**config.mk**
```make
export PLATFORM = sky130hd
export DESIGN_NAME = fetch_bank_pointer
export DESIGN_NICKNAME = d
export VERILOG_FILES = /design/src/fetch_pkg.sv /design/src/fetch_bank_pointer.sv
export SDC_FILE = /design/constraint.sdc
export NUM_CORES = 1
export LEC_CHECK = 0
export BUFFER_PORTS_ARGS = -buffer_cell sky130_fd_sc_hd__buf_4
export CORE_MARGIN = 2
export CORE_UTILIZATION = 49
export DETAILED_ROUTE_END_ITERATION = 8
export PLACE_DENSITY_LB_ADDON = 0.25
export SLEW_MARGIN = 20
export SYNTH_ARGS = -nofsm -noshare
export SYNTH_HDL_FRONTEND = slang
export SYNTH_SLANG_ARGS = --single-unit
```
**constraint.sdc**
```tcl
create_clock -name clk -period 8.2 [get_ports clk]
set_clock_uncertainty 0.2 [all_clocks]
set_input_delay 0.82 -clock clk [delete_from_list [all_inputs] [get_ports clk]]
set_output_delay 0.82 -clock clk [all_outputs]
set_load 0.005 [all_outputs]
```
**src/fetch_pkg.sv**
```systemverilog
`default_nettype none

package fetch_pkg;

   // Address and line geometry.
   localparam int ADDR_WIDTH      = 32;
   localparam int LINE_BYTES_LOG2 = 4;  // 16-byte lines.
   localparam int FIP_WIDTH       = ADDR_WIDTH - LINE_BYTES_LOG2;
   localparam int LINE_WIDTH      = 128;

   // Each bank holds every other line, indexed by FIP[6:1].
   localparam int BANK_INDEX_WIDTH = 6;
   localparam int BANK_DEPTH       = 1 << BANK_INDEX_WIDTH;
   localparam int FIP_STEP         = 2;

   // Bit positions in the one-hot control-flow select.
   localparam int CF_INIT    = 2;
   localparam int CF_RESTEER = 1;
   localparam int CF_BRANCH  = 0;

   typedef logic [ADDR_WIDTH-1:0] addr_t;
   typedef logic [FIP_WIDTH-1:0]  fip_t;
   typedef logic [LINE_WIDTH-1:0] line_t;
   typedef logic [2:0]            cf_sel_t;

endpackage

`default_nettype wire

```
**src/fetch_bank_pointer.sv**
```systemverilog
`timescale 1ns/1ps
`default_nettype none

module fetch_bank_pointer
   import fetch_pkg::*;
#(
   parameter int BANK_ID = 0
) (
   input  logic    clk,
   input  logic    rst_n,
   input  fip_t    init_fip,
   input  fip_t    bp_fip,
   input  fip_t    wb_fip,
   input  cf_sel_t cf_sel,
   input  logic    is_ctrl_flow,
   input  logic    ld_fip,
   input  logic    fetch_req,
   output fip_t    access_fip
);

   fip_t cf_fip;
   fip_t fip_reg;

   // AND-OR select over a one-hot cf_sel.
   assign cf_fip = ({FIP_WIDTH{cf_sel[CF_INIT]}}    & init_fip)
                 | ({FIP_WIDTH{cf_sel[CF_RESTEER]}} & wb_fip)
                 | ({FIP_WIDTH{cf_sel[CF_BRANCH]}}  & bp_fip);

   assign access_fip = is_ctrl_flow ? cf_fip : fip_reg;

   // Sequential FIP, one line pair ahead of the last access.
   always_ff @(posedge clk) begin
      if (!rst_n) begin
         fip_reg <= '0;
      end else if (ld_fip) begin
         fip_reg <= access_fip + fip_t'(FIP_STEP);
      end
   end

   // The AND-OR select needs exactly one source whenever control flow is active.
   a_cf_sel_onehot: assert property (
      @(posedge clk) disable iff (!rst_n)
      $onehot0(cf_sel) && ((|cf_sel) == is_ctrl_flow)
   ) else $error("bank %0d cf_sel %b does not match is_ctrl_flow %b",
                 BANK_ID, cf_sel, is_ctrl_flow);

   // Control-flow FIPs from outside must already carry this bank's parity.
   a_cf_parity: assert property (
      @(posedge clk) disable iff (!rst_n)
      (fetch_req && is_ctrl_flow) |-> (access_fip[0] == 1'(BANK_ID))
   ) else $error("bank %0d access_fip %h has wrong parity", BANK_ID, access_fip);

endmodule

`default_nettype wire

```
; After elaboration in Yosys (flattened, before gate mapping)
; Cells that the tools add are included.
[op_classes]
order_cmp = 0
mul = 0
addsub = 1
eq_ne = 0
shift = 0
reduce_logical = 0
muxes = 1
bitwise_logic = 5
div = 0
[ops]
columns = op, n
row1 = AND 28 bit, 3
row2 = bitwise OR 28 bit, 2
row3 = adder 28 x 2 -> 28 bit (second input constant), 1
row4 = two-way mux 28 bit, 1
[word_totals]
latch_bits = 0
wordCells = 8
ramBits = 0
memories = 0
out_inout_bits = 28
regBits = 28
romBits = 0
inputBits = 92

; Longest topological paths before layout
[depth]
word_depth = 5
mapped_depth = 13
mapped_depth_nobuf = 7

; Worst setup path after synthesis
; Ideal clock, no wire load.
[synth_timing]
kind = input to register
start = input is_ctrl_flow
end = register fip_reg[23]
required_time_ps = 7926
setup_slack_ps = 4339
stages = 13
setup_ps = 74
path_buffers = 6
arrival_ps = 3587
path_cell_list = buf_6 buf_6 buf_4 buf_2 buf_1 nor2_1 a21oi_1 ha_1 nand4_2 or4_1 clkbuf_1 or4_1 a31oi_1
[synth_via]
elab_chain_cells = 2
[synth_rtl]
columns = item, line
row1 = "start, declared", fetch_bank_pointer.sv:15  ; input logic is_ctrl_flow,
row2 = two-way mux 28 bit, fetch_bank_pointer.sv:29  ; assign access_fip = is_ctrl_flow ? cf_fip : fip_reg;
row3 = named net access_fip[2], fetch_bank_pointer.sv:18  ; output fip_t access_fip
row4 = adder 28 x 2 -> 28 bit, fetch_bank_pointer.sv:36  ; fip_reg <= access_fip + fip_t'(FIP_STEP);
row5 = "end signal, assigned", fetch_bank_pointer.sv:36
row6 = "end, declared", fetch_bank_pointer.sv:22  ; fip_t fip_reg;
; The timed path passes the listed nets, and every way through them passes these cells.
; A chain may end at the register's enable or synchronous reset.

; Worst setup path in the final report
[layout_timing]
start = input is_ctrl_flow
end = register fip_reg[25]
[layout_via]
elab_chain_cells = 2
[layout_rtl]
columns = item, line
row1 = two-way mux 28 bit, fetch_bank_pointer.sv:29
row2 = adder 28 x 2 -> 28 bit, fetch_bank_pointer.sv:36
; No other way between the ends.

==> metrics.yaml <==
clkPwrFrac_pct: 26.4
min_path_type: "reg2reg"
io_buffers: 118
drive_above_1_share_pct: 38.06
vias: 2583
placed_cell_area_um2: 3015
core_um2: 4384
drv_cap: 0
cpMostUsedCell: "or4_1"
slowest_stage: "or4_1"
cts_buffer_depth: 2
post-dp-hpwl_mm: 4.721
synthArstFlopShare_pct: 0
hold_viol: 0
mostFrequentLayoutCells: "buf_4 (118), nor2_1 (41), a222oi_1 (28), dfxtp_1 (28), o21ai_0 (22)"
antenna_found_initial: 0
syn_to_final_growth_pct: 37.87
path_max_fanout: 60
clock_latency_ps: 280
die_w_um: 71.67
synthFlopType: "dfxtp_1"
status: "finished, final reports clean"
largest_reg_flops: 28
final_common_cell: "buf_4"
postCtsSetupBuffers: 0
finalNonFillerCells: 433
hold_buffers: 0
synthCells: 286
switchingPower_mw: 0.1259
initial_core_util_pct: 51.17
first_global_vias: 2337
drt_iter0_drc: 300
syn_area_per_cell_um2: 7.844
ir_drop_mv: 0.1214
swShare_pct: 30.27
grt_pass1_wl_mm: 10.72
postLayoutCellArea_um2: 3093
htreeDepth: 1
worstPathRequired_ps: 8210
cts_tree: "built"
overflow: 0
die_h_um: 71.67
startpoint: "is_ctrl_flow"
period_share_pct: 43.14
cell_internal_pwr_mw: 0.2899
synth_cell_type_count: 41
wire_per_inst_um: 15.16
grt.total_usage_pct: 25.14
finalSetupViolCount: 0
place_inst: 429
vias_per_cell: 5.965
cpPeakStageDelay_ps: 710
rsz0062_at_grt: "false"
worst_pin_slew_ps: 676.3
drt_first_pass_iters: 6
powerDensity_nw_per_um2: 134.4
reg2reg_from: "fip_reg[1]"
syn_nets: 379
cts-resized-gates: 0
ios: 120
crit_type: "in2reg"
drv_slew: 0
end_kind: "flop"
worstSetupStartpointType: "primary input"
clock-sinks: 28
antenna_left: 0
crit_chain: "buf_4 -> nor2_1 -> a21oi_1 -> ha_1 -> nand4_2 -> or4_1 -> or4_1 -> a31oi_1"
routed_wl_mm: 6.564
root_buffer: "clkbuf_8"
power_frac_comb_pct: 36.7
worstPathArrival_ps: 3550
yosys_warnings: 0
pwr-share-seq_pct: 36.9
die_area_um2: 5136
syn_area_um2: 2243
n_fill_cell: 383
grt_max_degree: 61
ys_seq_area_share_pct: 24.99
drc: 0
num-nets-final: 475
max_slew_margin_pct: 54.91
min_period_ps: 3537
num_rows: 24
cts_made_buffers: 3
min_from: "fip_reg[13]"
synth-seq-cells: 28
diodes: 0
setup_tns_ps: 0
fmax_mhz: 282.7
clk_pin_slew_ps: 100
leakage_nw: 1.285
gp_congestion: 0.8098
synth-edff-count: 0
[stage by stage]
stage	hold slack, ps	util (%)	setup slack, ps	total power, mW
final	293.2	70.55	4663	0.4158
after global routing	319.7	70.55	4485	0.4411
after CTS	296.2	70.41	4682	0.4173
after detailed placement	281.7	68.78	4386	0.3083
after global placement	275.3	68.78	4422	0.3050
after floorplan	261.0	-	4339	0.2439
[cell type report]
class                           instances  area (um2)  share of cell area, %
Clock inverter                          1       30.03                 0.9709
Timing Repair Buffer                  118       885.9                  28.64
Multi-Input combinational cell        225        1488                  48.10
Clock buffer                            3       41.29                  1.335
Inverter                                6       22.52                 0.7282
Tap cell                               52       65.06                  2.104
Sequential cell                        28       560.5                  18.12
[critical path, delay by kind of cell]
kind                       cells  cell delay, ps
and+or+nand+nor                4            1420
buffers and inverters          1             520
AOI/OAI and AO/OA              2             480
adders and majority gates      1             280
[power groups by stage]
stage	Combinational [mW]	Sequential, mW	Clock [mW]
2_1_floorplan	0.0889	0.155	0
3_3_place_gp	0.149	0.156	0
3_5_place_dp	0.152	0.156	0
4_1_cts	0.153	0.153	0.111
5_1_grt	0.170	0.155	0.117
6_report	0.153	0.153	0.110
[cells in the mapped netlist, types with 2 or more instances]
master | number | share of area [%]
nor2_1 | 41 | 6.9
nor4_1 | 5 | 1.4
buf_6 | 9 | 4.5
xnor2_1 | 8 | 3.1
nand3b_1 | 2 | 0.67
inv_1 | 6 | 1.0
a21oi_2 | 10 | 3.9
buf_4 | 2 | 0.67
a21o_1 | 3 | 1.0
nand4_1 | 2 | 0.56
nor2_2 | 2 | 0.56
nand2_1 | 8 | 1.3
mux2i_1 | 2 | 0.89
o21ai_0 | 22 | 4.9
a31oi_1 | 12 | 3.3
a211oi_1 | 9 | 3.0
a21oi_4 | 2 | 1.5
a222oi_1 | 28 | 12
nand2b_1 | 2 | 0.56
dfxtp_1 | 28 | 25
buf_2 | 2 | 0.45
nand3_1 | 9 | 2.0
nor3_1 | 5 | 1.1
o31ai_1 | 6 | 2.0
a21oi_1 | 21 | 4.7
or3_1 | 2 | 0.56
and3_1 | 3 | 0.84
nand4_2 | 2 | 1.1
or4_1 | 6 | 2.0
clkbuf_1 | 13 | 2.2
xor2_1 | 4 | 1.6
[routing by layer]
layer | up-vias | wire length, um | global-route usage [%] | share of wire, %
met2 | 76 | 3192 | 42.39 | 49
met3 | 2 | 433 | 4.641 | 6.6
li1 | 1313 | - | - | -
met4 | 0 | 27 | 4.612 | 0.41
met5 | - | 0 | 0 | 0
met1 | 1192 | 2911 | 33.88 | 44
[worst paths after layout]
| check | to | slack, ps | cells past startpoint |
|---|---|---|---|
| worst max-delay path | fip_reg[25] | 4660 | 8 |
| worst min-delay path | fip_reg[13] | 290 | 2 |
| worst max register to register | fip_reg[25] | 5400 | 7 |
| worst min register to register | fip_reg[13] | 290 | 2 |
[cells by family after synthesis]
group	share of synthesized area [%]
fa+ha+maj	0.5576
compound gates	37.65
flops	24.99
mux	0.8924
simple gates	22.25
buf+inv	8.979
xor+xnor	4.685
Note: power is estimated with default switching activity, not from simulation.
