$ cat config.mk
export PLATFORM = sky130hd
export DESIGN_NAME = fetch_line_aligner
export DESIGN_NICKNAME = d
export VERILOG_FILES = /design/src/fetch_pkg.sv /design/src/fetch_line_aligner.sv
export SDC_FILE = /design/constraint.sdc
export NUM_CORES = 1
export LEC_CHECK = 0
export ABC_AREA = 1
export BUFFER_PORTS_ARGS = -buffer_cell sky130_fd_sc_hd__buf_2
export CORE_AREA = 4 4 230 232
export DETAILED_ROUTE_END_ITERATION = 16
export DIE_AREA = 0 0 234 236
export GPL_TIMING_DRIVEN = 0
export PLACE_DENSITY = 0.47
export SLEW_MARGIN = 20
export SYNTH_ARGS = -nofsm -noshare
export SYNTH_HDL_FRONTEND = slang
export SYNTH_SLANG_ARGS = --single-unit
$ cat constraint.sdc
create_clock -name clk -period 8.6 [get_ports clk]
set_clock_uncertainty 0.15 [all_clocks]
set_input_delay 1.72 -clock clk [delete_from_list [all_inputs] [get_ports clk]]
set_output_delay 1.72 -clock clk [all_outputs]
set_load 0.05 [all_outputs]
$ cat src/fetch_pkg.sv
`default_nettype none

package fetch_pkg;

   // Address and line geometry.
   localparam int ADDR_WIDTH      = 32;
   localparam int LINE_BYTES_LOG2 = 4;  // 16-byte lines.
   localparam int FIP_WIDTH       = ADDR_WIDTH - LINE_BYTES_LOG2;
   localparam int LINE_WIDTH      = 128;

   // Each bank holds every other line, indexed by FIP[6:1].
   localparam int BANK_INDEX_WIDTH = 6;
   localparam int BANK_DEPTH       = 1 << BANK_INDEX_WIDTH;
   localparam int FIP_STEP         = 2;

   // Bit positions in the one-hot control-flow select.
   localparam int CF_INIT    = 2;
   localparam int CF_RESTEER = 1;
   localparam int CF_BRANCH  = 0;

   typedef logic [ADDR_WIDTH-1:0] addr_t;
   typedef logic [FIP_WIDTH-1:0]  fip_t;
   typedef logic [LINE_WIDTH-1:0] line_t;
   typedef logic [2:0]            cf_sel_t;

endpackage

`default_nettype wire

$ cat src/fetch_line_aligner.sv
`timescale 1ns/1ps
`default_nettype none

module fetch_line_aligner
   import fetch_pkg::*;
(
   input  logic  clk,
   input  logic  rst_n,
   input  logic  even_valid,
   input  logic  odd_valid,
   input  line_t even_line,
   input  line_t odd_line,
   input  fip_t  even_fip,
   input  fip_t  odd_fip,
   output logic  line_valid,
   output line_t line_lo,
   output line_t line_hi,
   output fip_t  fetch_fip
);

   logic both_valid;
   logic even_first;

   assign both_valid = even_valid & odd_valid;
   assign even_first = even_fip < odd_fip;  // Lower address goes first.

   always_ff @(posedge clk) begin
      if (!rst_n) begin
         line_valid <= 1'b0;
      end else begin
         line_valid <= both_valid;
      end
   end

   always_ff @(posedge clk) begin
      if (both_valid) begin
         if (even_first) begin
            line_lo   <= even_line;
            line_hi   <= odd_line;
            fetch_fip <= even_fip;
         end else begin
            line_lo   <= odd_line;
            line_hi   <= even_line;
            fetch_fip <= odd_fip;
         end
      end
   end

   // Both banks share fetch_req, so their reads must come back together.
   a_banks_in_step: assert property (
      @(posedge clk) disable iff (!rst_n) even_valid == odd_valid
   ) else $error("bank reads out of step, even %b odd %b", even_valid, odd_valid);

endmodule

`default_nettype wire

Word-level counts from Yosys, hierarchy flattened. Cells that the tools add are included. Widths: inputs -> output; s select.

$lt $le $gt $ge: 1. Muxes and demuxes: 3. Bitwise gates (word level): 1.

Operators by type and width (number): $mux 128 (2); $lt 28x28->1 (1); $mux 28 (1); $and 1x1->1 (1).

Flip-flop bits (word level): 285. Input port bits: 316.

Longest topological paths before layout. Gate-level depths: netlist (run 1).

Depth after elaboration: 2. Mapped depth: 14. Gate-level depth less buffers: 12.

Worst setup path before layout (run 1). OpenSTA, ideal clock, no wires.

Kind: in2reg. Start point: input even_valid. End point: register fetch_fip[0], enable pin. Setup time: 0.635 ns. Arrival time: 7.248 ns. Data required time: 7.815 ns. Slack: 0.567 ns. Stages: 2. Buffers on the path: 0. Cell sequence: nand2_1 inv_1.

Longest elaborated chain between the ends: 1.

Ends and longest elaborated chain: from (decl) (line fetch_line_aligner.sv:9) `input logic even_valid,`; $and 1x1->1 (line fetch_line_aligner.sv:24) `assign both_valid = even_valid & odd_valid;`; named net both_valid (line fetch_line_aligner.sv:21) `logic both_valid;`; to (signal assigned) (line fetch_line_aligner.sv:40) `fetch_fip <= even_fip;`; to (signal assigned) (line fetch_line_aligner.sv:44) `fetch_fip <= odd_fip;`; to (decl) (line fetch_line_aligner.sv:18) `output fip_t fetch_fip`.

The timed path passes the listed nets, and every way through them passes these cells. A chain may end at the register's enable or synchronous reset.

Final worst setup path (run 1).
Start point: input odd_fip[7]. End point: register line_hi[73], data pin.

Longest elaborated chain between the ends: 2.

Ends and longest elaborated chain: from (decl) (line fetch_line_aligner.sv:14) `input fip_t odd_fip,`; $lt 28x28->1 (line fetch_line_aligner.sv:25) `assign even_first = even_fip < odd_fip;`; $mux 128 (line fetch_line_aligner.sv:37) `if (even_first) begin`; to (signal assigned) (line fetch_line_aligner.sv:39) `line_hi <= odd_line;`; to (signal assigned) (line fetch_line_aligner.sv:43) `line_hi <= even_line;`; to (decl) (line fetch_line_aligner.sv:17) `output line_t line_hi,`.

Every way passes these cells.

==> flow_metrics.tcl, run 1 <==
set metrics [dict create \
    synth_cells 1366 \
    rows 83 \
    drive_gt1_share_pct 36.3 \
    maxCapViolations 0 \
    cts_resized 0 \
    maxSlewHeadroom_pct 65.3 \
    fmax_ghz 0.275 \
    yosysSeqAreaShare_pct 63.7 \
    final_area_um2 18500 \
    top_level_ports 601 \
    gp_congestion 0.887 \
    regArea_um2 8550 \
    first_global_vias 12400 \
    htreeDepth 2 \
    coreArea_um2 51000 \
    drt-initial-drc-count 777 \
    clkTransAtPathRegs_ns 0.05 \
    ant_nets 0 \
    worst_pin_slew_ns 0.520 \
    cts-root-buf "clkbuf_16" \
    multi_input_area_um2 4190 \
    start_kind "primary input" \
    drt_first_pass_iters 5 \
    final_cell_mix "buf_2, nand2_1, nand3_1" \
    route.vias.total 12400 \
    numClockSinks 285 \
    die_width_um 234 \
    tritoncts "yes" \
    dpl_cell_area_um2 17400 \
    power_density_nw_per_um2 231 \
    final_common_cell "buf_2" \
    critPathTopFamily "buffers and inverters" \
    track_usage_pct 18.8 \
    synth_warnings 0 \
    cp-end-kind "flip-flop" \
    cts_buffers 35 \
    rsz0062_at_grt "false" \
    finalWirelength_um 54400 \
    hold_class "primary input to flip-flop" \
    grt_overflow 0 \
    synth.top_cell.area_share_pct 63.6 \
    ys_ff_latch 285 \
    dieHeight_um 236 \
    hold_start "rst_n" \
    synth_cell_types 18 \
    initial_utilization_pct 26.3 \
    setup-violations-final 0 \
    portBuffers 600 \
    syn_nets 1709 \
    post_cts_buffers 0 \
    wl_met2_um 27100 \
    grt_max_degree 82 \
    synth_area_um2 13400 \
    cp.arrival_ns 3.87 \
    crit_chain "buf_2, inv_1, ha_1, nand2_1, inv_1, nand2_1, nand2_1, a21oi_1, nand2_1, nand2_2, buf_2, clkbuf_1, nand3_1, nand2_1" \
    min_period_ns 3.64 \
    slew_viol_final 0 \
    top_layer_used "met5" \
    nFillCells 5270 \
    crit_path_max_incr_delay_ns 0.47 \
    cts_buffer_depth 3 \
    hold-path-endpoint "line_valid" \
    synth_top_cell_by_area "edfxtp_1" \
    cp.required_ns 8.83 \
    antenna_found_initial 17 \
    wl_met1_um 20500 \
    critPathBufInv 5 \
    worstPathMaxFanout 10 \
    met3_length_um 5100 \
    crit_slowest_cell "clkbuf_1" \
    leakagePower_nw 8.88 \
    drcViolationCount 0 \
    final_cells 2723 \
    post_drt_wl_per_cell_um 20.0 \
    synthToLayoutAreaGrowth_pct 37.8 \
    crit_top_cell "nand2_1" \
    crit_type "primary input to flip-flop" \
    status "finished, final reports clean" \
    via_per_inst 4.56 \
    hold_viol 0 \
    holdBufCountCts 0 \
    fin_crit_sh_pct 42.3 \
    fp.dieArea_um2 55200 \
    grt_pass1_wl_um 78800 \
    yosys-top-cells-area "edfxtp_1, nand2_1, nand3_1, ha_1, buf_2" \
    hpwl_um 41400 \
    ir_drop_mv 0.117 \
    avgSynthCellArea_um2 9.82 \
    dpl.cell_count 2649 \
    final_nets 2349 \
    whs_path_depth 3 \
]
-- metal layers --
layer	vias to the layer above	track usage, %
met2	488	32.5
met5	-	0
met3	89	6.56
met1	5898	21.6
li1	5922	-
met4	12	6.16
-- cell type report --
| class | instances | area share [%] |
|---|---|---|
| clock buffer | 44 | 5.15 |
| tap | 680 | 4.61 |
| buffer | 93 | 2.79 |
| antenna | 12 | 0.163 |
| sequential | 285 | 46.3 |
| inverter | 41 | 0.874 |
| timing repair buffer | 603 | 16.7 |
| multi-input combinational | 947 | 22.7 |
| clock inverter | 18 | 0.745 |
-- kinds of logic after synthesis --
kind of cell,share of synthesized area [%]
and+or+nand+nor,28.2
DFF,63.7
adders and majority gates,2.52
AOI/OAI and AO/OA,0.532
buffers and inverters,4.99
-- flip-flops by register name, indices dropped and copies added, names as in the netlist --
register / count
line_hi: 128
line_lo: 128
fetch_fip: 28
line_valid: 1
-- worst max-delay path by stage --
stage / start / to / slack [ns] / cells past startpoint
after floorplan: even_valid / fetch_fip[0] / 0.57 / 2
after global placement: even_valid / line_hi[19] / -2.54 / 3
after detailed placement: odd_fip[7] / line_hi[73] / 4.37 / 14
after CTS: odd_fip[7] / line_hi[73] / 4.94 / 14
after global routing: odd_fip[11] / line_hi[73] / 4.80 / 14
final: odd_fip[7] / line_hi[73] / 4.96 / 14
-- synthesized netlist by cell type (all sizes together) --
library cell and n:
a21o 2, nor2 10, inv 41, ha 27, and2 1, nand3 285
dfxtp 1, buf 82, clkbuf 11, a21oi 9, nand2 613, edfxtp 284
-- per-stage QoR --
step                      setup TNS (ns)  setup WS, ns  utilization [%]  hold WS [ns]  total power [W]
final                                  0          4.96             36.2          1.27          0.00427
after global routing                   0          4.80             36.2          1.25          0.00446
after CTS                              0          4.94             36.2          1.24          0.00432
after detailed placement               0          4.37             34.0          1.80          0.00287
after global placement           -711.88         -2.54             33.9          1.78          0.00288
after floorplan                        0         0.567                -          1.68          0.00252
-- tightest hold or removal path: cells and delay by family --
family,cells,cell delay (ns)
buf+inv,2,0.14
simple gates,1,0.04
-- report_power, final --
part | internal (W) | switching [W]
clock | 0.000843 | 0.000596
combinational | 0.000273 | 0.000823
sequential | 0.00170 | 0.0000332
No activity file was read; power rests on OpenSTA's default activity.
==> run 2, diff against run 1 <==
- ABC_AREA: 1 -> 0
- CORE_AREA: 4 4 230 232 -> 4 4 232 234
- DIE_AREA: 0 0 234 236 -> 0 0 236 238
- PLACE_DENSITY: 0.47 -> 0.44
- clock period: 8.6 -> 3.45 ns (I/O delays scaled with it)
==> run 2 against run 1 <==
  * Total power increased by 140%
  * First-iteration DRC count decreased by 49%
  * Non-clock buffer count decreased by 59
  * Sequential share of layout area increased by 1.8 points
  * Critical path depth decreased by 4
  * Count of clock-buffer cells in the layout increased by 5
==> flow_metrics.tcl, run 2 <==
set metrics [dict create \
    status "finished, final reports clean" \
    maxSlewHeadroom_pct 70.8 \
    drt-initial-drc-count 397 \
    syn_nets 1034 \
    crit_slowest_cell "mux2_2" \
    rows 84 \
    synthFlopType "edfxtp_1" \
    grt_overflow 0 \
    power_density_nw_per_um2 583 \
    finalWirelength_um 44200 \
    setup-violations-final 0 \
    ys_ff_latch 285 \
    crit_path_max_incr_delay_ns 0.39 \
    slew_viol_final 0 \
    first_global_vias 9206 \
    whs_path_depth 2 \
    fmax_ghz 0.298 \
    ir_drop_mv 0.365 \
    clkTransAtPathRegs_ns 0.05 \
    initial_utilization_pct 24.2 \
    yosysSeqAreaShare_pct 67.9 \
    synth_cell_types 22 \
    drcViolationCount 0 \
    fp.dieArea_um2 56200 \
    avgSynthCellArea_um2 18.2 \
    holdBufCountCts 0 \
    final_nets 1679 \
    maxCapViolations 0 \
    antenna_found_initial 17 \
    synth_edf_count 284 \
    final_cell_mix "buf_2, mux2_2, edfxtp_1" \
    die_width_um 236 \
    fin_crit_sh_pct 97.4 \
    track_usage_pct 15.1 \
    critPathBufInv 4 \
    dieHeight_um 238 \
    yosys-top-cells-area "edfxtp_1, mux2_2, ha_1, buf_2, inv_1" \
    cp_num_cells 10 \
    ant_nets 0 \
    tritoncts "yes" \
    hold_class "primary input to flip-flop" \
    via_per_inst 4.23 \
    crit_chain "buf_2, inv_1, ha_1, and3_1, a221o_1, a221o_1, a2111oi_4, buf_4, buf_2, mux2_2" \
    htreeDepth 2 \
    yosys-top-cells-count "edfxtp_1, mux2_2, buf_2, ha_1, inv_1" \
    regArea_um2 8550 \
    drive_gt1_share_pct 71.3 \
    cts_buffer_depth 3 \
    portBuffers 600 \
    cp.required_ns 3.57 \
    cts-root-buf "clkbuf_16" \
    start_kind "primary input" \
    worst_pin_slew_ns 0.438 \
    synthToLayoutAreaGrowth_pct 41.3 \
    whs_ns 0.245 \
    crit_type "primary input to flip-flop" \
    top_regs "line_hi (128), line_lo (128), fetch_fip (28)" \
    final_common_cell "buf_2" \
    cp.arrival_ns 3.48 \
    nFillCells 5222 \
    gp_congestion 0.821 \
    post-route-util_pct 34.2 \
    grt_max_degree 54 \
    top_level_ports 601 \
    worstPathMaxFanout 10 \
    hpwl_um 34300 \
    leakagePower_nw 7.37 \
    critPathTopFamily "compound AO/OA/AOI/OAI gates" \
    route.vias.total 8691 \
    cts_buffers 37 \
    hold_viol 0 \
    coreArea_um2 52000 \
    post_drt_wl_per_cell_um 21.5 \
    synth_cells 691 \
    multi_input_area_um2 3790 \
    synth_area_um2 12600 \
    synth_top_cell_by_area "edfxtp_1" \
    rsz0062_at_grt "true" \
    synth_warnings 0 \
    cp-end-kind "flip-flop" \
    synth.top_cell.area_share_pct 67.7 \
    async_reset_ff_share_pct 0 \
    numClockSinks 285 \
    tns_ns 0 \
    grt_pass1_wl_um 63400 \
    min_period_ns 3.36 \
    drt_first_pass_iters 4 \
]
run 2: changes by cell type in the layout (fill, tap and decap cells not counted), sizes merged, moves of 2 or more:
cell | previous run | this run
nand2 | 613 | 1
inv | 41 | 28
a21oi | 9 | 7
buf | 685 | 630
a221o | 0 | 2
nand4 | 0 | 3
nor2 | 10 | 1
clkinv | 15 | 9
and3 | 0 | 3
a21o | 2 | 6
mux2 | 0 | 284
nand3 | 285 | 6
run 2: final cells by class:
class                           instances  share of cell area [%]
Sequential cell                       285                    48.1
Clock inverter                         12                   0.598
Buffer                                 31                    1.01
Clock buffer                           49                    5.70
Tap cell                              688                    4.84
Antenna cell                           11                   0.155
Multi-Input combinational cell        348                    21.3
Inverter                               27                   0.570
Timing Repair Buffer                  606                    17.8
run 2: cell families after synthesis:
group	after synthesis	synth area share, %
DFF	285	67.9
muxes	284	25.4
buffers and inverters	58	2.04
adders and majority gates	27	2.68
AOI/OAI and AO/OA	21	1.30
and+or+nand+nor	16	0.705
run 2: report_power, final:
part           switching [W]  leakage, nW  internal, W
clock                0.00147        0.546      0.00220
combinational        0.00166         4.15     0.000789
sequential         0.0000665         2.67      0.00419
run 2: repair_timing:
action	4_1_cts	5_1_grt
pin swaps	0	0
gates cloned	0	0
resized for setup	3	7
buffers inserted	0	0
endpoints found under the setup margin	182	174
run 2: path summary, 6_finish.rpt:
path,end,slack (ns),from
setup / recovery,line_hi[59],0.09,odd_fip[19]
hold / removal,line_valid,0.25,rst_n
run 2: stage by stage:
stage / std cells / worst slack, ns / power, W / instance area (um2)
2_1_floorplan: 691 / 0.124 / 0.00604 / 12600
3_3_place_gp: 1979 / -1.07 / 0.00679 / 16500
3_5_place_dp: 1985 / -0.717 / 0.00681 / 16600
4_1_cts: 2046 / 0.00575 / 0.0106 / 17700
5_1_grt: 2052 / -0.0435 / 0.0108 / 17800
6_report: 2057 / 0.0888 / 0.0104 / 17800
run 2: routing by layer:
| metal | share of wire, % | vias up | global-route usage (%) |
|---|---|---|---|
| met5 | 0.11 | - | 0 |
| met3 | 8.0 | 69 | 5.14 |
| met1 | 39 | 4246 | 17.7 |
| li1 | - | 4033 | - |
| met4 | 2.6 | 8 | 5.02 |
| met2 | 51 | 335 | 26.0 |
