[src/fetch_pkg.sv]
`default_nettype none

package fetch_pkg;

   // Address and line geometry.
   localparam int ADDR_WIDTH      = 32;
   localparam int LINE_BYTES_LOG2 = 4;  // 16-byte lines.
   localparam int FIP_WIDTH       = ADDR_WIDTH - LINE_BYTES_LOG2;
   localparam int LINE_WIDTH      = 128;

   // Each bank holds every other line, indexed by FIP[6:1].
   localparam int BANK_INDEX_WIDTH = 6;
   localparam int BANK_DEPTH       = 1 << BANK_INDEX_WIDTH;
   localparam int FIP_STEP         = 2;

   // Bit positions in the one-hot control-flow select.
   localparam int CF_INIT    = 2;
   localparam int CF_RESTEER = 1;
   localparam int CF_BRANCH  = 0;

   typedef logic [ADDR_WIDTH-1:0] addr_t;
   typedef logic [FIP_WIDTH-1:0]  fip_t;
   typedef logic [LINE_WIDTH-1:0] line_t;
   typedef logic [2:0]            cf_sel_t;

endpackage

`default_nettype wire

[src/fetch_redirect.sv]
`timescale 1ns/1ps
`default_nettype none

module fetch_redirect
   import fetch_pkg::*;
(
   input  addr_t   init_addr,
   input  logic    is_init,
   input  logic    is_resteer,
   input  logic    is_br_taken,
   output cf_sel_t cf_sel,
   output logic    is_ctrl_flow,
   output fip_t    init_fip_even,
   output fip_t    init_fip_odd
);

   fip_t init_fip;
   fip_t init_fip_next;

   assign init_fip      = init_addr[ADDR_WIDTH-1:LINE_BYTES_LOG2];
   assign init_fip_next = init_fip + fip_t'(1);

   // Init beats resteer, resteer beats a taken branch.
   always_comb begin
      cf_sel = '0;
      if (is_init) begin
         cf_sel[CF_INIT] = 1'b1;
      end else if (is_resteer) begin
         cf_sel[CF_RESTEER] = 1'b1;
      end else if (is_br_taken) begin
         cf_sel[CF_BRANCH] = 1'b1;
      end
   end

   assign is_ctrl_flow = is_init | is_resteer | is_br_taken;

   // The line at init_addr goes to its own bank, the next line to the other.
   assign init_fip_even = init_fip[0] ? init_fip_next : init_fip;
   assign init_fip_odd  = init_fip[0] ? init_fip : init_fip_next;

endmodule

`default_nettype wire

[config.mk]
export PLATFORM = sky130hd
export DESIGN_NAME = fetch_redirect
export DESIGN_NICKNAME = d
export VERILOG_FILES = /design/src/fetch_pkg.sv /design/src/fetch_redirect.sv
export SDC_FILE = /design/constraint.sdc
export NUM_CORES = 1
export LEC_CHECK = 0
export ABC_AREA = 1
export BUFFER_PORTS_ARGS = -buffer_cell sky130_fd_sc_hd__buf_2
export CORE_MARGIN = 1.5
export CORE_UTILIZATION = 42
export DETAILED_ROUTE_END_ITERATION = 8
export GPL_ROUTABILITY_DRIVEN = 1
export PLACE_DENSITY = 0.85
export SLEW_MARGIN = 20
export SYNTH_ARGS = -nofsm -noshare
export SYNTH_HDL_FRONTEND = slang
export SYNTH_SLANG_ARGS = --single-unit
[constraint.sdc]
create_clock -name vclk -period 1.2
set_input_delay 0 -clock vclk [all_inputs]
set_output_delay 0 -clock vclk [all_outputs]
set_load 0.005 [all_outputs]
* Word-level counts from Yosys, hierarchy flattened *
Cells that the tools add are included.

cells by class
  add/sub/neg operators = 1
  multipliers = 0
  divide/modulo/power cells = 0
  $lt $le $gt $ge = 0
  equal/unequal tests = 0
  shift-type cells = 0
  mux-type cells = 7
  bitwise gates (word level) = 2
  reductions and logical operators = 0

operators with widths
  kind                   number
  $mux 28                2
  $add 28x1->28 const B  1
  $mux 1                 4
  $mux 2                 1
  $or 1x1->1             2

word-level totals
  flip-flop bits (word level) = 0
  bits in latches = 0
  bits in writable memories = 0
  memory bits (read-only) = 0
  input port bits = 35
  output and inout bits = 60
  logic and storage cells = 10
  memories kept = 0

* Longest topological paths before layout *
Gate-level depths: netlist of run 1.

  word-level depth = 3
  depth in mapped cells = 10
  gate-level depth less buffers = 10

* Least setup slack after synthesis of run 1 *
OpenSTA, ideal clock, no wires.

  path type = in2out
  start = in init_addr[4]
  end = out init_fip_odd[1]
  data arrival time = 0.977 ns
  data required time = 1.200 ns
  slack = 0.223 ns
  stages on the path = 6
  path buffers = 3
  cell sequence = buf_2 -> inv_1 -> buf_2 -> buf_2 -> ha_1 -> or2_2

on the way
  cells in the longest elaborated chain, start to end = 2

RTL lines
  item           RTL line              text
  from (decl)    fetch_redirect.sv:7   input addr_t init_addr,
  $add 28x1->28  fetch_redirect.sv:21  assign init_fip_next = init_fip + fip_t'(1);
  $mux 28 (*)    fetch_redirect.sv:39  assign init_fip_odd = init_fip[0] ? init_fip : init_fip_next;
  to (decl)      fetch_redirect.sv:14  output fip_t init_fip_odd

Mark *: on every way between the ends. The rest lies on a longest branch, timed or not.

* Final worst setup path of run 1 *
  start = in init_addr[5]
  end = out init_fip_odd[24]

on the way
  cells in the longest elaborated chain, start to end = 2

RTL lines
  item           RTL line
  $add 28x1->28  fetch_redirect.sv:21
  $mux 28        fetch_redirect.sv:39

Every way passes these cells.

==> qor.txt, run 1 <==
top achievable clock speed: 881 MHz
Seq. cell area: 0 µm²
number of clock buffers in the layout: 0
synthesized area: 1220 µm²
area grow syn2layout: 40.1%
critical-path cell list: buf_4 -> ha_4 -> nand2_4 -> nor2_4 -> nand2_4 -> nor2_4 -> nand2_1 -> nand2_1 -> nand2_1 -> nand2_1 -> nand2_1 -> buf_2
HP Class: in2out
switch share: 55.6%
most common cell after layout, fill and taps aside: nand2_1
largest net degree at the start of global routing: 25
port buffer count: 89
sequential share of power: 0%
initial antenna violation count: 0
Critical Path AT: 1140 ps
worst path required time: 1200 ps
# fillers: 295
Seq cells: 0
Initial Utilization: 44.1%
Leak Pwr: 0.990 nW
hold-critical path depth: 2
CP max FO: 5
Distinct cells, synth: 25
DRT Pass-1 Iters: 4
detailed placement HPWL: 2910 µm
Final setup viols: 0
Synth Net Count: 279
first-pass GRT wire length: 5460 µm
CP Depth: 12
VDD IR max: 0.180 mV
total power: 0.000502 W
Final #Nets: 356
Post-Route WL: 3490 µm
crit path launch type: input port
crit-path leading delay family: simple AND/OR/NAND/NOR gates
CP dominant cell by count: nand2_1
GRT Total Usage: 19.9%
vias post-DR: 1648
outcome: completed
antenna diode instance count: 0
post-synthesis sequential area ratio: 0%
Post-Route Setup TNS: 0 ps
# rows: 19
RSZ-0062 raised after global routing: true
antenna viol nets, final: 0
cell count after synthesis: 242
drt via density: 4.74
pwr/cell area: 295 nW/µm²
P_sw: 0.000279 W
Hold Crit Start: init_addr[31]
core box area: 2760 µm²
DR iter-0 viols: 55
crit path capture type: output pin
I/O pin cnt: 95
Hold Fails Final Rpt: 0
internal power: 0.000223 W
critical path type: in2out
die width: 56.8 µm
met1 usage: 26.6%
Overflow after GRT: 0
Buf/Inv on CP: 2
Logic pwr share: 100.0%
Worst path max stage delay: 160 ps
met3 Use GR: 0.461%
# hold bufs at CTS: 0
Worst Setup SP: init_addr[5]
Clock Power Share: 0%
die span in y: 56.8 µm
placer congestion estimate: 0.808
Ys Warns: 0
Max-Cap Viols: 0
most used routing layer: met2
vias in the first global route: 1302
min Tclk post-route: 1140 ps
WL per Instance: 10.0 µm
Syn Area/Cell: 5.03 µm²
Slew Limit Fails: 0
full die area: 3230 µm²
most frequent cells in the layout: nand2_1 (91), buf_2 (86), inv_1 (24)
worst-path cell with the longest stage delay: nor2_4
GR Util met2: 37.2%
DRC viols: 0
Final Cycle Share: 94.6%
layout cell share with drive strength beyond 1: 41.0%
through the flow:
stage	std cells	utilization [%]	setup WS (ps)	instance area [µm²]	hold slack [ps]
floorplan	242	-	223	1220	31.1
finish	348	61.8	65.0	1700	195
global placement	347	59.9	43.8	1650	194
global route	348	61.8	-18.3	1700	212
CTS	347	59.9	5.93	1650	197
detailed placement	347	59.9	12.1	1650	196
final timing paths:
kind / endpoint
max: init_fip_odd[24]
min: init_fip_odd[27]
timing repair:
item,4_1_cts,5_1_grt
endpoints found under the setup margin,0,19
gates resized for setup,0,12
buffers inserted,0,1
layer usage:
metal  share of wire, %  vias up  wire (µm)
met3                4.6        0        161
met5                  0        -          0
li1                   -      875          -
met1                 46      730       1620
met4                  0        0          0
met2                 49       43       1710
kinds of logic after synthesis:
group	after synthesis	synth area share (%)
XOR/XNOR	16	12.8
AND/OR/NAND/NOR	160	62.3
adder cells (fa/ha/maj)	2	2.06
buffers and inverters	47	16.0
other	2	0.618
AO/OA/AOI/OAI	15	6.17
final cells by class:
cell class,count,area [µm²],share of cell area (%)
inverter,25,93.8,5.51
multi-input combinational,195,1060,62.1
tap,31,38.8,2.28
timing repair buffer,97,513,30.1
synth_stat cells:
library cell / n / area (µm²)
nand2_1: 92 / 345
inv_1: 24 / 90.1
nand3_1: 19 / 95.1
nor2_1: 17 / 63.8
clkbuf_1: 13 / 48.8
o21ai_0: 12 / 60.1
nand2_2: 10 / 62.6
xnor2_1: 9 / 78.8
nor2_4: 7 / 78.8
buf_2: 6 / 30.0
xor2_1: 5 / 43.8
nor2_2: 4 / 25.0
nor3_1: 4 / 20.0
buf_4: 3 / 22.5
o21ai_1: 3 / 15.0
conb_1: 2 / 7.51
ha_1: 2 / 25.0
nand4_1: 2 / 12.5
xor2_2: 2 / 32.5
inv_2: 1 / 3.75
nand2_4: 1 / 11.3
nand3b_1: 1 / 7.51
nor2_8: 1 / 20.0
nor3_2: 1 / 10.0
or2_2: 1 / 6.26
power by group through the flow:
stage / clock, W / sequential, W / combinational [W]
3_5_place_dp: 0 / 0 / 0.000485
6_report: 0 / 0 / 0.000502
4_1_cts: 0 / 0 / 0.000487
3_3_place_gp: 0 / 0 / 0.000477
5_1_grt: 0 / 0 / 0.000560
2_1_floorplan: 0 / 0 / 0.000251
Note: power is estimated with default switching activity, not from simulation.
==> run 2, diff against run 1 <==
==> constraint.sdc (replaced) <==
create_clock -name vclk -period 1.2
set_input_delay 0.24 -clock vclk [all_inputs]
set_output_delay 0.24 -clock vclk [all_outputs]
set_load 0.005 [all_outputs]
==> run 2 against run 1 <==
The flow now finishes with violations (negative setup slack). Design area increased by 47%. Count of clock-buffer cells in the layout stayed put. Final cell count rose by 14%. Worst setup slack worse by 590 ps. Combinational power increased by 63%. Sequential share of layout area unchanged. Utilization is 29 points higher. Largest power group unchanged. Highest routed layer is now met4.
==> qor.txt, run 2 (synthesis gave the netlist of run 1 again) <==
drt via density: 5.47 (+16%)
most frequent cells in the layout: nand2_1 (81), buf_2 (74), buf_4 (47)
CP dominant cell by count: nand2_1
RSZ-0062 raised after global routing: true
critical-path cell list: buf_8 -> ha_4 -> nand2_4 -> nor2_4 -> nand2_4 -> nor2_4 -> nand2_1 -> nand2_1 -> nand2_1 -> nand2_1 -> nand2_1 -> buf_2
Overflow after GRT: 0 (unchanged)
number of clock buffers in the layout: 0 (unchanged)
# rows: 19 (unchanged)
Final setup viols: 41 (+41)
full die area: 3230 µm² (unchanged)
CP max FO: 5 (unchanged)
crit path launch type: input port
# hold bufs at CTS: 0 (unchanged)
core box area: 2760 µm² (unchanged)
antenna viol nets, final: 0 (unchanged)
layout cell share with drive strength beyond 1: 59.5% (+18 points)
VDD IR max: 0.338 mV (+88%)
most common cell after layout, fill and taps aside: nand2_1
Post-Route WL: 6500 µm (+86%)
antenna diode instance count: 0 (unchanged)
placed cell count: 378 (+8.9%)
detailed placement HPWL: 3270 µm (+12%)
initial antenna violation count: 0 (unchanged)
# fillers: 113 (-62%)
Final Cycle Share: 144% (+50 points)
Seq cells: 0 (unchanged)
Final #Nets: 404 (+13%)
setup ws final: -530 ps (-595 ps)
DR iter-0 viols: 178 (+220%)
top achievable clock speed: 578 MHz (-34%)
Slew Limit Fails: 0 (unchanged)
min Tclk post-route: 1730 ps (+595 ps)
Max-Cap Viols: 0 (unchanged)
worst-path cell with the longest stage delay: nor2_4
pwr/cell area: 326 nW/µm² (+11%)
largest net degree at the start of global routing: 25 (unchanged)
GRT Total Usage: 35.9% (+16 points)
failing checks: negative setup slack
critical path type: in2out
first-pass GRT wire length: 9200 µm (+68%)
Leak Pwr: 1.39 nW (+41%)
DRT Pass-1 Iters: 5 (+1)
pre-CTS setup slack: -511 ps (-523 ps)
placer congestion estimate: 0.849 (+5.2%)
hold-critical path depth: 2 (unchanged)
outcome: finished, violations left
HP Class: in2out
Critical Path AT: 1490 ps (+350 ps)
worst path required time: 960 ps (-240 ps)
Worst path max stage delay: 160 ps (about the same)
I/O pin cnt: 95 (unchanged)
die width: 56.8 µm (unchanged)
die span in y: 56.8 µm (unchanged)
vias in the first global route: 1973 (+52%)
DRC viols: 0 (unchanged)
area grow syn2layout: 106%
Finished Layout Cells: 396 (+14%)
Hold Fails Final Rpt: 0 (unchanged)
crit path capture type: output pin
vias post-DR: 2166 (+31%)
Seq. cell area: 0 µm² (unchanged)
WL per Instance: 16.4 µm (+63%)
Initial Utilization: 44.1% (unchanged)
port buffer count: 89 (unchanged)
run 2: path summary, 6_finish.rpt:
path | startpoint | endpoint
worst max-delay path | init_addr[4] | init_fip_odd[24]
worst min-delay path | init_addr[31] | init_fip_odd[27]
run 2: power by group:
group	total, W	switching, W	internal (W)	leakage (nW)
Combinational	0.000818	0.000413	0.000405	1.39
Clock	0	0	0	0
Sequential	0	0	0	0
run 2: metrics by stage:
step | hold WS (ps) | setup TNS [ps] | instance area [µm²] | utilization (%) | power (W)
final | 687 | -14480 | 2510 | 91.1 | 0.000818
after global routing | 691 | -15990 | 2510 | 91.1 | 0.000862
after CTS | 675 | -11040 | 2400 | 87.0 | 0.000728
after detailed placement | 678 | -13230 | 1910 | 69.4 | 0.000575
after global placement | 676 | -12030 | 1910 | 69.4 | 0.000561
after floorplan | 511 | -2140 | 1250 | - | 0.000263
run 2: metal layers:
layer  global-route usage (%)  part of all wire [%]  vias up
li1                         -                     -      975
met1                     43.4                    38      982
met2                     64.8                    48      171
met3                     3.92                   9.4       38
met4                     13.0                   4.9        0
met5                        0                     0        -
run 2: worst max-delay path: cells and delay by family:
family	cells	cell delay [ps]
simple gates	9	900
fa+ha+maj	1	140
buf+inv	2	210
run 2: layout make-up:
cell class / count / area, µm² / area share (%)
repair buffers: 145 / 1060 / 42.2
well taps: 31 / 38.8 / 1.54
inverters: 25 / 98.8 / 3.94
multi-input cells: 195 / 1320 / 52.4
run 2: repair_timing:
action,CTS,global route
cloned,2,0
pin swaps,37,20
endpoints found under the setup margin,41,41
buffers inserted,16,2
gates resized for setup,88,25
==> run 3, diff against run 2 <==
--- a/config.mk
+++ b/config.mk
@@ -7,7 +7,7 @@
 export LEC_CHECK = 0
 export ABC_AREA = 1
 export BUFFER_PORTS_ARGS = -buffer_cell sky130_fd_sc_hd__buf_2
-export CORE_MARGIN = 1.5
+export CORE_MARGIN = 3
 export CORE_UTILIZATION = 42
 export DETAILED_ROUTE_END_ITERATION = 8
 export GPL_ROUTABILITY_DRIVEN = 1
==> run 3 against run 2 <==
Worst hold slack lost 1.5 ps. Largest cell class unchanged. Utilization grew 2.3 points. Wire length grew 37%. Count of clock-buffer cells in the layout stayed put. Final cell count down 2.3%. The flow finishes with violations (design-rule violations, negative setup slack). Global-route usage is 1.0 points lower. Critical endpoint is now init_fip_even[24]. Power up 2.6%. Worst setup slack got worse by 170 ps.
==> qor.txt, run 3 (synthesis gave the netlist of run 1 again) <==
Overflow after GRT: 0 (unchanged)
Hold Slack: 685 ps (-1.54 ps)
failing checks: design-rule violations, negative setup slack
area grow syn2layout: 101%
placed inst area: 1860 µm² (-2.7%)
Worst Setup SP: init_addr[4]
most frequent cells in the layout: nand2_1 (75), buf_2 (73), buf_4 (42)
setup ws final: -700 ps (-170 ps)
# rows: 18 (-1)
min Tclk post-route: 1900 ps (+170 ps)
full die area: 3580 µm² (+11%)
initial antenna violation count: 0 (unchanged)
GRT Total Usage: 34.9% (-1.0 points)
met3 Use GR: 4.54% (+0.62 points)
most used routing layer: met2
Final #Nets: 396 (-2.0%)
Post-Route WL: 8880 µm (+37%)
vias in the first global route: 2055 (+4.2%)
WL per Instance: 23.0 µm (+40%)
largest net degree at the start of global routing: 27 (+8.0%)
detailed placement HPWL: 3500 µm (+7.1%)
I/O pin cnt: 95 (unchanged)
Post-Route Setup TNS: -19490 ps (-5010 ps)
worst path required time: 960 ps (about the same)
port buffer count: 89 (unchanged)
Seq. cell area: 0 µm² (unchanged)
DRC viols: 34 (+34)
antenna diode instance count: 0 (unchanged)
first-pass GRT wire length: 9630 µm (+4.7%)
layout cell share with drive strength beyond 1: 61.3% (+1.9 points)
CP max FO: 5 (unchanged)
# fillers: 90 (-20%)
DR iter-0 viols: 489 (+170%)
# hold bufs at CTS: 0 (unchanged)
Critical Path AT: 1660 ps (+170 ps)
vias post-DR: 2504 (+16%)
HP Class: in2out
outcome: finished, violations left
most common cell after layout, fill and taps aside: nand2_1
die span in y: 59.8 µm (+5.3%)
antenna viol nets, final: 0 (unchanged)
Finished Cell Area: 2440 µm² (-2.8%)
RSZ-0062 raised after global routing: true
Slew Limit Fails: 0 (unchanged)
met1 usage: 40.6% (-2.8 points)
drt via density: 6.47 (+18%)
total power: 0.000840 W (+2.6%)
GR Util met2: 59.1% (-5.7 points)
crit path capture type: output pin
number of clock buffers in the layout: 0 (unchanged)
critical path type: in2out
die width: 59.8 µm (+5.3%)
Seq cells: 0 (unchanged)
VDD IR max: 0.324 mV (-4.2%)
Initial Utilization: 46.6% (+2.5 points)
critical path capture point: init_fip_even[24]
Leak Pwr: 1.35 nW (-3.2%)
Final Cycle Share: 158% (+14 points)
crit path launch type: input port
pwr/cell area: 344 nW/µm² (+5.6%)
Hold Fails Final Rpt: 0 (unchanged)
top achievable clock speed: 526 MHz (-9.0%)
Final setup viols: 41 (unchanged)
Max-Cap Viols: 0 (unchanged)
placer congestion estimate: 0.864 (+1.8%)
core box area: 2610 µm² (-5.3%)
DRT Pass-1 Iters: 9 (+4)
run 3: cell types whose count changed in the layout (fill, tap and decap cells not counted), sizes merged:
cell	before	now
bufbuf	1	0
buf	144	137
run 3: critical path: stages:
cell     delay (ps)
buf_8            90
ha_4            160
nand2_4          60
nor2_4          190
nand2_4         140
nor2_4          180
nand3_1         130
nand2_2         130
nand2_1          80
nand2_1         120
buf_2           130
run 3: how the worst min path moves through the flow:
stage                   from  cells after the start  slack [ps]                to
2_1_floorplan        is_init                      1         510         cf_sel[1]
3_3_place_gp   init_addr[31]                      2         680  init_fip_odd[27]
3_5_place_dp   init_addr[31]                      2         680  init_fip_odd[27]
4_1_cts        init_addr[17]                      2         670  init_fip_odd[13]
5_1_grt        init_addr[17]                      2         680  init_fip_odd[13]
6_report       init_addr[17]                      2         690  init_fip_odd[13]
run 3: report_power, final:
group | internal [W] | leakage, nW | switching, W
clock network | 0 | 0 | 0
registers | 0 | 0 | 0
logic | 0.000371 | 1.35 | 0.000469
run 3: timing repair:
item	in CTS	in global routing
endpoints found under the setup margin	41	41
setup buffers	9	8
hold endpoints to repair	0	0
pin swaps	32	21
gates resized for setup	85	40
gates cloned	0	0
run 3: final cells by class:
cell class                      count  area (µm²)  area share, %
Inverter                           25        96.3           3.95
Multi-Input combinational cell    195        1360           55.8
Tap cell                           30        37.5           1.54
Timing Repair Buffer              137         945           38.7
run 3: per-layer routing:
layer,up-vias,share of wire (%)
met4,0,12
met2,322,43
met5,-,0
li1,959,-
met3,112,15
met1,1111,30
run 3: stage by stage:
stage	worst slack, ps	util [%]	instances
floorplan	-136	-	242
finish	-700	93.4	387
detailed placement	-481	71.3	372
CTS	-381	85.4	381
global placement	-396	71.3	372
global route	-735	93.4	387
